[src/common/icache_config.svh]
`ifndef ICACHE_CONFIG_SVH
`define ICACHE_CONFIG_SVH

////////////////////////////////////////
// Cache geometry
////////////////////////////////////////

// Sets and ways, one data bank per way
`define ICACHE_SETS 256
`define ICACHE_ASSOC 4

// Block and bank widths in bits
`define ICACHE_BLOCK_WIDTH 256
`define ICACHE_BANK_WIDTH 64

`define ICACHE_INSTR_WIDTH 32

////////////////////////////////////////
// Address widths
////////////////////////////////////////

`define ICACHE_VADDR_WIDTH 39
`define ICACHE_PTAG_WIDTH 28
`define ICACHE_PAGE_OFFSET_WIDTH 12

`endif

[src/common/icache_pkg.sv]
`include "icache_config.svh"

package icache_pkg;

  ////////////////////////////////////////
  // Field widths
  ////////////////////////////////////////

  localparam int INDEX_W = $clog2(`ICACHE_SETS);
  localparam int WAY_W = $clog2(`ICACHE_ASSOC);
  localparam int WORD_W = $clog2(`ICACHE_BANK_WIDTH / `ICACHE_INSTR_WIDTH);
  localparam int BYTE_W = $clog2(`ICACHE_INSTR_WIDTH / 8);
  localparam int PADDR_W = `ICACHE_PTAG_WIDTH + `ICACHE_PAGE_OFFSET_WIDTH;

  typedef logic [WAY_W-1:0] way_id_t;

  // Offset fields of a fetch address, low bits last
  typedef struct packed {
    logic [INDEX_W-1:0] index;
    way_id_t            bank;
    logic [WORD_W-1:0]  word;
    logic [BYTE_W-1:0]  byte_off;
  } fetch_addr_s;

  typedef struct packed {
    logic                          valid;
    logic [`ICACHE_PTAG_WIDTH-1:0] ptag;
  } tag_info_s;

  typedef struct packed {
    logic [INDEX_W-1:0] index;
    way_id_t            way;
    tag_info_s          info;
  } tag_mem_pkt_s;

  // Whole block, bank 0 in the low bits
  typedef struct packed {
    logic [INDEX_W-1:0]             index;
    way_id_t                        way;
    logic [`ICACHE_BLOCK_WIDTH-1:0] data;
  } data_mem_pkt_s;

  typedef struct packed {
    logic                          v;
    logic                          w;
    logic [INDEX_W-1:0]            index;
    way_id_t                       bank;
    logic [`ICACHE_BANK_WIDTH-1:0] data;
  } bank_cmd_s;

  // Carried from tag lookup into tag verify
  typedef struct packed {
    logic                       v;
    logic [PADDR_W-1:0]         paddr;
    logic [INDEX_W-1:0]         index;
    logic [`ICACHE_ASSOC-1:0]   hit;
    logic [`ICACHE_ASSOC-1:0]   bank_oh;
  } tl_carry_s;

  typedef struct packed {
    logic [PADDR_W-1:0] addr;
  } cache_req_s;

  typedef struct packed {
    way_id_t way;
  } req_metadata_s;

endpackage

[src/verilog/icache_verify.sv]
`timescale 1ns/100ps
`include "icache_config.svh"

module icache_verify
  (input                                   clk_i
   , input                                 reset_i
   , input  icache_pkg::tl_carry_s         tl_carry_i
   , input  [`ICACHE_ASSOC-1:0][`ICACHE_BANK_WIDTH-1:0] bank_data_i
   , output logic [`ICACHE_INSTR_WIDTH-1:0] data_o
   , output logic                          data_v_o
   , output logic                          miss_v_o
   , output icache_pkg::cache_req_s        cache_req_o
   , output logic                          cache_req_v_o
   , input                                 cache_req_yumi_i
   , input                                 cache_req_complete_i
   , output icache_pkg::req_metadata_s     cache_req_metadata_o
   , output logic                          cache_req_metadata_v_o
   , output logic                          stage_busy_o
   );

  import icache_pkg::*;

  typedef enum logic [1:0] {ST_READY, ST_REQ, ST_MISS} state_e;
  state_e state_r, state_n;

  ////////////////////////////////////////
  // Data selection
  ////////////////////////////////////////

  // Banks answer one cycle after the read, kept here for verify
  logic [`ICACHE_ASSOC-1:0][`ICACHE_BANK_WIDTH-1:0] ld_data_r;
  always_ff @(posedge clk_i)
  begin
    ld_data_r <= bank_data_i;
  end

  // One-hot sum of hit way and bank offset
  logic [`ICACHE_ASSOC-1:0]      bank_sel;
  logic [`ICACHE_BANK_WIDTH-1:0] bank_word;
  way_id_t                       hit_way;
  always_comb
  begin
    bank_sel  = '0;
    bank_word = '0;
    hit_way   = '0;
    for (int j = 0; j < `ICACHE_ASSOC; j++)
    begin
      if (tl_carry_i.hit[j])
        hit_way = way_id_t'(j);
      for (int k = 0; k < `ICACHE_ASSOC; k++)
        if (tl_carry_i.hit[j] && tl_carry_i.bank_oh[k])
          bank_sel[way_id_t'(j + k)] = 1'b1;
    end
    for (int i = 0; i < `ICACHE_ASSOC; i++)
      if (bank_sel[i])
        bank_word = ld_data_r[i];
  end

  wire word_sel = tl_carry_i.paddr[BYTE_W];
  assign data_o = bank_word[`ICACHE_INSTR_WIDTH*word_sel +: `ICACHE_INSTR_WIDTH];

  wire hit = |tl_carry_i.hit;
  assign data_v_o = tl_carry_i.v & (state_r == ST_READY) & hit;
  assign miss_v_o = tl_carry_i.v & (state_r == ST_READY) & ~hit;

  ////////////////////////////////////////
  // LRU store
  ////////////////////////////////////////

  // Bit 0 picks the pair, bits 1 and 2 the way within it
  logic [`ICACHE_ASSOC-2:0] lru_mem [`ICACHE_SETS];
  wire  [`ICACHE_ASSOC-2:0] lru = lru_mem[tl_carry_i.index];
  wire  way_id_t repl_way = {lru[0], lru[0] ? lru[2] : lru[1]};

  always_ff @(posedge clk_i)
  begin
    if (reset_i)
    begin
      for (int s = 0; s < `ICACHE_SETS; s++)
        lru_mem[s] <= '0;
    end
    else if (data_v_o)
    begin
      lru_mem[tl_carry_i.index][0] <= ~hit_way[1];
      lru_mem[tl_carry_i.index][1 + hit_way[1]] <= ~hit_way[0];
    end
  end

  ////////////////////////////////////////
  // Miss request
  ////////////////////////////////////////

  cache_req_s req_r;
  way_id_t    repl_way_r;
  cache_req_s req_now;

  assign req_now.addr = {tl_carry_i.paddr[PADDR_W-1:WAY_W+WORD_W+BYTE_W],
                         {(WAY_W+WORD_W+BYTE_W){1'b0}}};

  always_ff @(posedge clk_i)
  begin
    if (miss_v_o)
    begin
      req_r      <= req_now;
      repl_way_r <= repl_way;
    end
  end

  assign cache_req_v_o = miss_v_o | (state_r == ST_REQ);
  assign cache_req_o   = (state_r == ST_READY) ? req_now : req_r;
  assign cache_req_metadata_o.way = repl_way_r;
  assign stage_busy_o  = (state_r != ST_READY);

  always_comb
  begin
    state_n = state_r;
    case (state_r)
      ST_READY : if (miss_v_o) state_n = cache_req_yumi_i ? ST_MISS : ST_REQ;
      ST_REQ   : if (cache_req_yumi_i) state_n = ST_MISS;
      ST_MISS  : if (cache_req_complete_i) state_n = ST_READY;
      default  : state_n = ST_READY;
    endcase
  end

  always_ff @(posedge clk_i)
  begin
    if (reset_i)
    begin
      state_r                <= ST_READY;
      cache_req_metadata_v_o <= 1'b0;
    end
    else
    begin
      state_r                <= state_n;
      cache_req_metadata_v_o <= cache_req_yumi_i;
    end
  end

  // Request stays up and unchanged until the engine takes it
  a_req_held : assert property (@(posedge clk_i) disable iff (reset_i)
    cache_req_v_o && !cache_req_yumi_i |=> cache_req_v_o && $stable(cache_req_o));
  a_hit_onehot : assert property (@(posedge clk_i) disable iff (reset_i)
    tl_carry_i.v |-> $onehot0(tl_carry_i.hit));

endmodule
[config.mk]
export PLATFORM = sky130hd
export DESIGN_NAME = icache_verify
export DESIGN_NICKNAME = d
export VERILOG_FILES = /design/src/common/icache_pkg.sv /design/src/verilog/icache_verify.sv
export VERILOG_INCLUDE_DIRS = /design/src /design/src/common
export SDC_FILE = /design/constraint.sdc
export NUM_CORES = 2
export LEC_CHECK = 0
export BUFFER_PORTS_ARGS = -buffer_cell sky130_fd_sc_hd__buf_2
export CAP_MARGIN = 10
export CORE_MARGIN = 3
export CORE_UTILIZATION = 55
export DETAILED_ROUTE_END_ITERATION = 8
export GPL_ROUTABILITY_DRIVEN = 0
export PLACE_DENSITY = 0.7
export SLEW_MARGIN = 20
export SYNTH_ARGS = -nofsm -noshare
export SYNTH_HDL_FRONTEND = slang
export SYNTH_SLANG_ARGS = --single-unit
[constraint.sdc]
create_clock -name clk_i -period 10.3 [get_ports clk_i]
set_input_delay 2.575 -clock clk_i [delete_from_list [all_inputs] [get_ports clk_i]]
set_output_delay 2.575 -clock clk_i [all_outputs]
set_load 0.01 [all_outputs]
== Word-level counts from Yosys, hierarchy flattened ==
Memory sizes are Yosys's and may differ from the RTL's.
Index checks and enable logic that the tools add are counted.
W data, S select, Z words.

* Register bits: 296
* Memories: 1
* Output and inout port bits: 79
* RAM bits: 768

* Mux-type cells: 42
* Bitwise logic cells: 8
* $lt $le $gt $ge: 2
* Reduce and logical (&&, ||, !) cells: 22
* Shift-type cells: 1
* $add $sub $neg: 1
* Equal/unequal tests: 5

{| class="wikitable"
|+ Memory list
! memory !! depth !! width !! read ports !! clocked after Yosys merged registers in !! wr ports !! RTL line !! RTL
|-
| lru_mem || 256 || 3 || 1 || 0 || 256 || icache_verify.sv:71 || <nowiki>logic [`ICACHE_ASSOC-2:0] lru_mem [`ICACHE_SETS];</nowiki>
|}

{| class="wikitable"
|+ Operators by type and width
! cell !! count
|-
| $mux W64 || 4
|-
| $shiftx A64 B7 Y32 || 1
|-
| $mux W40 || 1
|-
| $mux W1 || 25
|-
| $logic_and A1 B1 Y1 || 17
|-
| $mux W2 || 6
|-
| $mux W3 || 3
|-
| $mux W8 || 1
|-
| $ne A2 B2 Y1 const B || 3
|-
| $pmux W2 S3 || 1
|-
| $reduce_or A4 Y1 || 1
|-
| $and A1 B1 Y1 || 3
|-
| $lt A2 B3 Y1 const B || 1
|-
| $not A1 Y1 || 3
|-
| $reduce_and A3 Y1 || 1
|-
| $reduce_or A3 Y1 || 1
|-
| $add A1 B1 Y2 const A || 1
|-
| $demux W1 S2 || 1
|-
| $eq A2 B1 Y1 const B || 1
|-
| $eq A2 B2 Y1 const B || 1
|-
| $ge A2 B1 Y1 const B || 1
|-
| $logic_not A2 Y1 || 1
|-
| $or A1 B1 Y1 || 2
|-
| $reduce_bool A2 Y1 || 1
|}

== Logic depth before layout (Yosys ltp) ==
* Depth in word-level cells: 12
* Mapped depth: 10

== Least setup slack after synthesis ==
OpenSTA, ideal clock, no wires.

* Path type: input to output
* Start: in tl_carry_i[5] in the netlist's numbering
* End: out cache_req_v_o
* Arrival: 7.236 ns
* Data required time: 7.725 ns
* Setup slack: 0.489 ns
* Stages: 4
* Cells stage by stage: clkbuf_1 > clkbuf_1 > nor4_1 > a21o_1

* Cells in the longest elaborated chain, start to end: 4

{| class="wikitable"
|+ RTL lines
! element !! RTL line !! RTL
|-
| from (decl) || icache_verify.sv:7 || <nowiki>, input icache_pkg::tl_carry_s tl_carry_i</nowiki>
|-
| $reduce_or A4 Y1 || icache_verify.sv:62 || <nowiki>wire hit = |tl_carry_i.hit;</nowiki>
|-
| $not A1 Y1 || icache_verify.sv:64 || <nowiki>assign miss_v_o = tl_carry_i.v & (state_r == ST_READY) & ~hit;</nowiki>
|-
| $and A1 B1 Y1 || icache_verify.sv:64 ||
|-
| net miss_v_o || icache_verify.sv:11 || <nowiki>, output logic miss_v_o</nowiki>
|-
| $or A1 B1 Y1 || icache_verify.sv:109 || <nowiki>assign cache_req_v_o = miss_v_o | (state_r == ST_REQ);</nowiki>
|-
| to (decl) || icache_verify.sv:13 || <nowiki>, output logic cache_req_v_o</nowiki>
|}

The timed path passes the listed nets, and every way through them passes these cells.

== Worst setup path after layout ==
* Start: in tl_carry_i[5] in the netlist's numbering
* End: out data_o[2]

* Cells in the longest elaborated chain, start to end: 9
* Elaborated cells between the ends (all ways): 21
* Those cells by class: shift: 1; mux: 16; reduce/logical: 4

{| class="wikitable"
|+ RTL lines
! element !! RTL line !! RTL
|-
| $logic_and A1 B1 Y1 || icache_verify.sv:51 || <nowiki>if (tl_carry_i.hit[j] && tl_carry_i.bank_oh[k])</nowiki>
|-
| $mux W1 (3 in a row) || icache_verify.sv:51 ||
|-
| $mux W64 (3 in a row) || icache_verify.sv:55 || <nowiki>if (bank_sel[i])</nowiki>
|-
| $mux W64 (*) || icache_verify.sv:55 ||
|-
| $shiftx A64 B7 Y32 (*) || icache_verify.sv:60 || <nowiki>assign data_o = bank_word[`ICACHE_INSTR_WIDTH*word_sel +: `ICACHE_INSTR_WIDTH];</nowiki>
|-
| to (decl) || icache_verify.sv:9 || <nowiki>, output logic [`ICACHE_INSTR_WIDTH-1:0] data_o</nowiki>
|}

Every way passes the cells marked *; elsewhere a longest branch is shown, timed or not.

==> impl_metrics.env <==
export IMPL_num_vias=32100
export IMPL_core_area_sq_um=86900
export IMPL_worstSetupStartpointType="input pin"
export IMPL_power_total_mw=9.62
export IMPL_ant_nets=0
export IMPL_io_buffers=386
export IMPL_wl_microns=133000
export IMPL_start_util_pct=55.6
export IMPL_track_usage_pct=28.9
export IMPL_p_per_area_nw_per_um2=177
export IMPL_first_pass_iters=6
export IMPL_drive_above_1_share_pct=27.5
export IMPL_status="complete, no violations"
export IMPL_synth_area_sq_um=48300
export IMPL_layout_setup_ws_ns=2.24
export IMPL_antenna_found_initial=13
export IMPL_grt_max_degree=113
export IMPL_slew_headroom_pct=24.6
export IMPL_syn_to_final_growth_pct=12.3
export IMPL_cts_sinks=1064
export IMPL_ios=396
export IMPL_worstPathRequired_ns=7.73
export IMPL_synth_ff_type="edfxtp_1"
export IMPL_yosysSeqAreaShare_pct=60.8
export IMPL_synthArstFlopShare_pct=0
export IMPL_clk_latency_ns=0.70
export IMPL_min_path_type="flip-flop to flip-flop"
export IMPL_grt_pass1_wl_microns=197000
export IMPL_rsz0062_at_grt="false"
export IMPL_die_w_microns=302
export IMPL_ys_seq_elements=1064
export IMPL_root_buffer="clkbuf_16"
export IMPL_maxCapViolations=0
export IMPL_syn_instance_count=3849
export IMPL_timing_setup_tns_ns=0
export IMPL_final_area_sq_um=54200
export IMPL_std_cell_rows=108
export IMPL_yosysWarnings=0
export IMPL_finalSetupViolCount=0
export IMPL_tightest_slew_ns=1.13
export IMPL_viasPerCell=6.16
export IMPL_postCtsSetupRepairBufs=0
export IMPL_pre_cts_ws_ns=2.27
export IMPL_final_core_util_pct=62.4
export IMPL_dp_cells=5001
export IMPL_postCtsHoldBufs=0
export IMPL_grt_pass1_vias=32300
export IMPL_synth_avg_cell_area_sq_um=12.5
export IMPL_dpl_instance_area_sq_um=50400
export IMPL_leakage_nw=20.5
export IMPL_fin_crit_ns=8.06
export IMPL_worstPathMaxFanout=98
export IMPL_dp_hpwl_microns=74500
export IMPL_cts_buffer_depth=3
export IMPL_fillers=6594
export IMPL_end_kind="output pin"
export IMPL_instances_no_fill=5216
export IMPL_cts_resized=0
export IMPL_clk_pin_slew_worst_paths_ns=0.06
export IMPL_cts_tree="done"
export IMPL_routedWlPerCell_microns=25.4
export IMPL_min_period_over_period_pct=78.2
export IMPL_layout_nets=4273
export IMPL_maxSlewViolCount=0
export IMPL_path_class="input pin to output pin"
export IMPL_cts_made_buffers=108
export IMPL_arrival_ns=5.48
export IMPL_hold_slack_ns=0.556
export IMPL_die_area_sq_um=91400
export IMPL_yosysUniqueCellTypes=43
export IMPL_drc=0
export IMPL_max_vdd_ir_drop_mv=0.178
export IMPL_grt_overflow_total=0
export IMPL_h_tree_depth=3
export IMPL_fin_skew_ns=0.0349
export IMPL_die_h_microns=302
export IMPL_fmax_mhz=124
export IMPL_synth_edf_count=805
export IMPL_hold_violations=0
export IMPL_drtIter0Drc=4327
-- routing by layer --
layer | routed length [microns] | vias to the layer above | GRT usage [%]
met3 | 14100 | 253 | 5.84
met5 | 20 | - | 0
li1 | - | 14100 | -
met2 | 65100 | 1621 | 47.7
met1 | 49400 | 16100 | 38.8
met4 | 3900 | 2 | 9.21
-- critical path, stage by stage --
cell	delay, ns
buf_2	0.72
a22oi_1	0.29
nand2_4	0.74
buf_4	0.31
o21ai_0	0.17
mux4_2	0.48
buf_2	0.16
-- final cells by class --
cell class	instances	area, sq um	share of cell area (%)
Clock inverter	54	573	1.06
Inverter	3	11.3	0.0208
Sequential cell	1064	29400	54.1
Tap cell	1155	1450	2.67
Timing Repair Buffer	450	2450	4.53
Multi-Input combinational cell	2329	17200	31.7
Antenna cell	12	30.0	0.0554
Clock buffer	149	3190	5.88
-- final timing paths --
path	from	slack (ns)	cells after the start	end
max	tl_carry_i[5]	2.24	7	data_o[2]
min	state_r[1]	0.56	1	state_r[0]
max reg2reg	state_r[1]	6.10	8	lru_mem[26][1]
min reg2reg	state_r[1]	0.56	1	state_r[0]
-- power by group --
group | leakage [nW] | internal [mW] | switching [mW]
sequential | 10.8 | 4.73 | 0.0385
combinational | 7.85 | 0.321 | 0.408
clock | 1.86 | 2.42 | 1.71
total | 20.5 | 7.47 | 2.15
-- kinds of logic after synthesis --
kind of cell    Yosys count  share of synthesized area, %
simple gates           1196                          10.8
flops                  1064                          60.8
compound gates          868                          12.9
buf+inv                 460                          4.15
mux                     260                          11.3
other cells               1                       0.00777
-- cells in the mapped netlist (2+ instances only) --
cell type	number	area share [%]
a21oi_1	50	0.52
nand2_2	4	0.052
o21bai_1	324	5.0
buf_2	71	0.74
nor2_1	800	6.2
nand2b_1	6	0.078
inv_1	3	0.023
buf_4	20	0.31
or2_1	33	0.43
clkbuf_1	313	2.4
a22oi_1	168	2.6
nor2b_1	4	0.052
nand2_1	128	1.0
a21o_1	257	4.0
nor4_1	12	0.16
o22ai_1	4	0.052
nor2_2	10	0.13
dfxtp_1	259	11
mux2_2	35	0.82
nand2_4	4	0.093
or2_2	179	2.3
o21ai_0	64	0.66
buf_6	15	0.35
mux4_2	224	10
edfxtp_1	805	50
buf_1	38	0.30
nor4b_1	2	0.036
nor3_1	2	0.021
-- sequential cells by signal (all words and copies together) (netlist names) --
register / count
cache_req_metadata_o: 2
cache_req_metadata_v_o: 1
ld_data_r: 256
lru_mem: 768
req_r: 35
state_r: 2
-- cells in the final DEF (no fill, tap or decap), drive strengths merged, types with 10 or more instances in the layout --
cell / instances
a21o: 257
a21oi: 50
a22oi: 168
buf: 450
bufinv: 10
clkbuf: 149
clkinv: 36
dfxtp: 259
diode: 12
edfxtp: 805
inv: 11
mux2: 35
mux4: 224
nand2: 136
nor2: 810
nor4: 13
o21ai: 64
o21bai: 324
or2: 212
(Power assumes the default switching activity.)
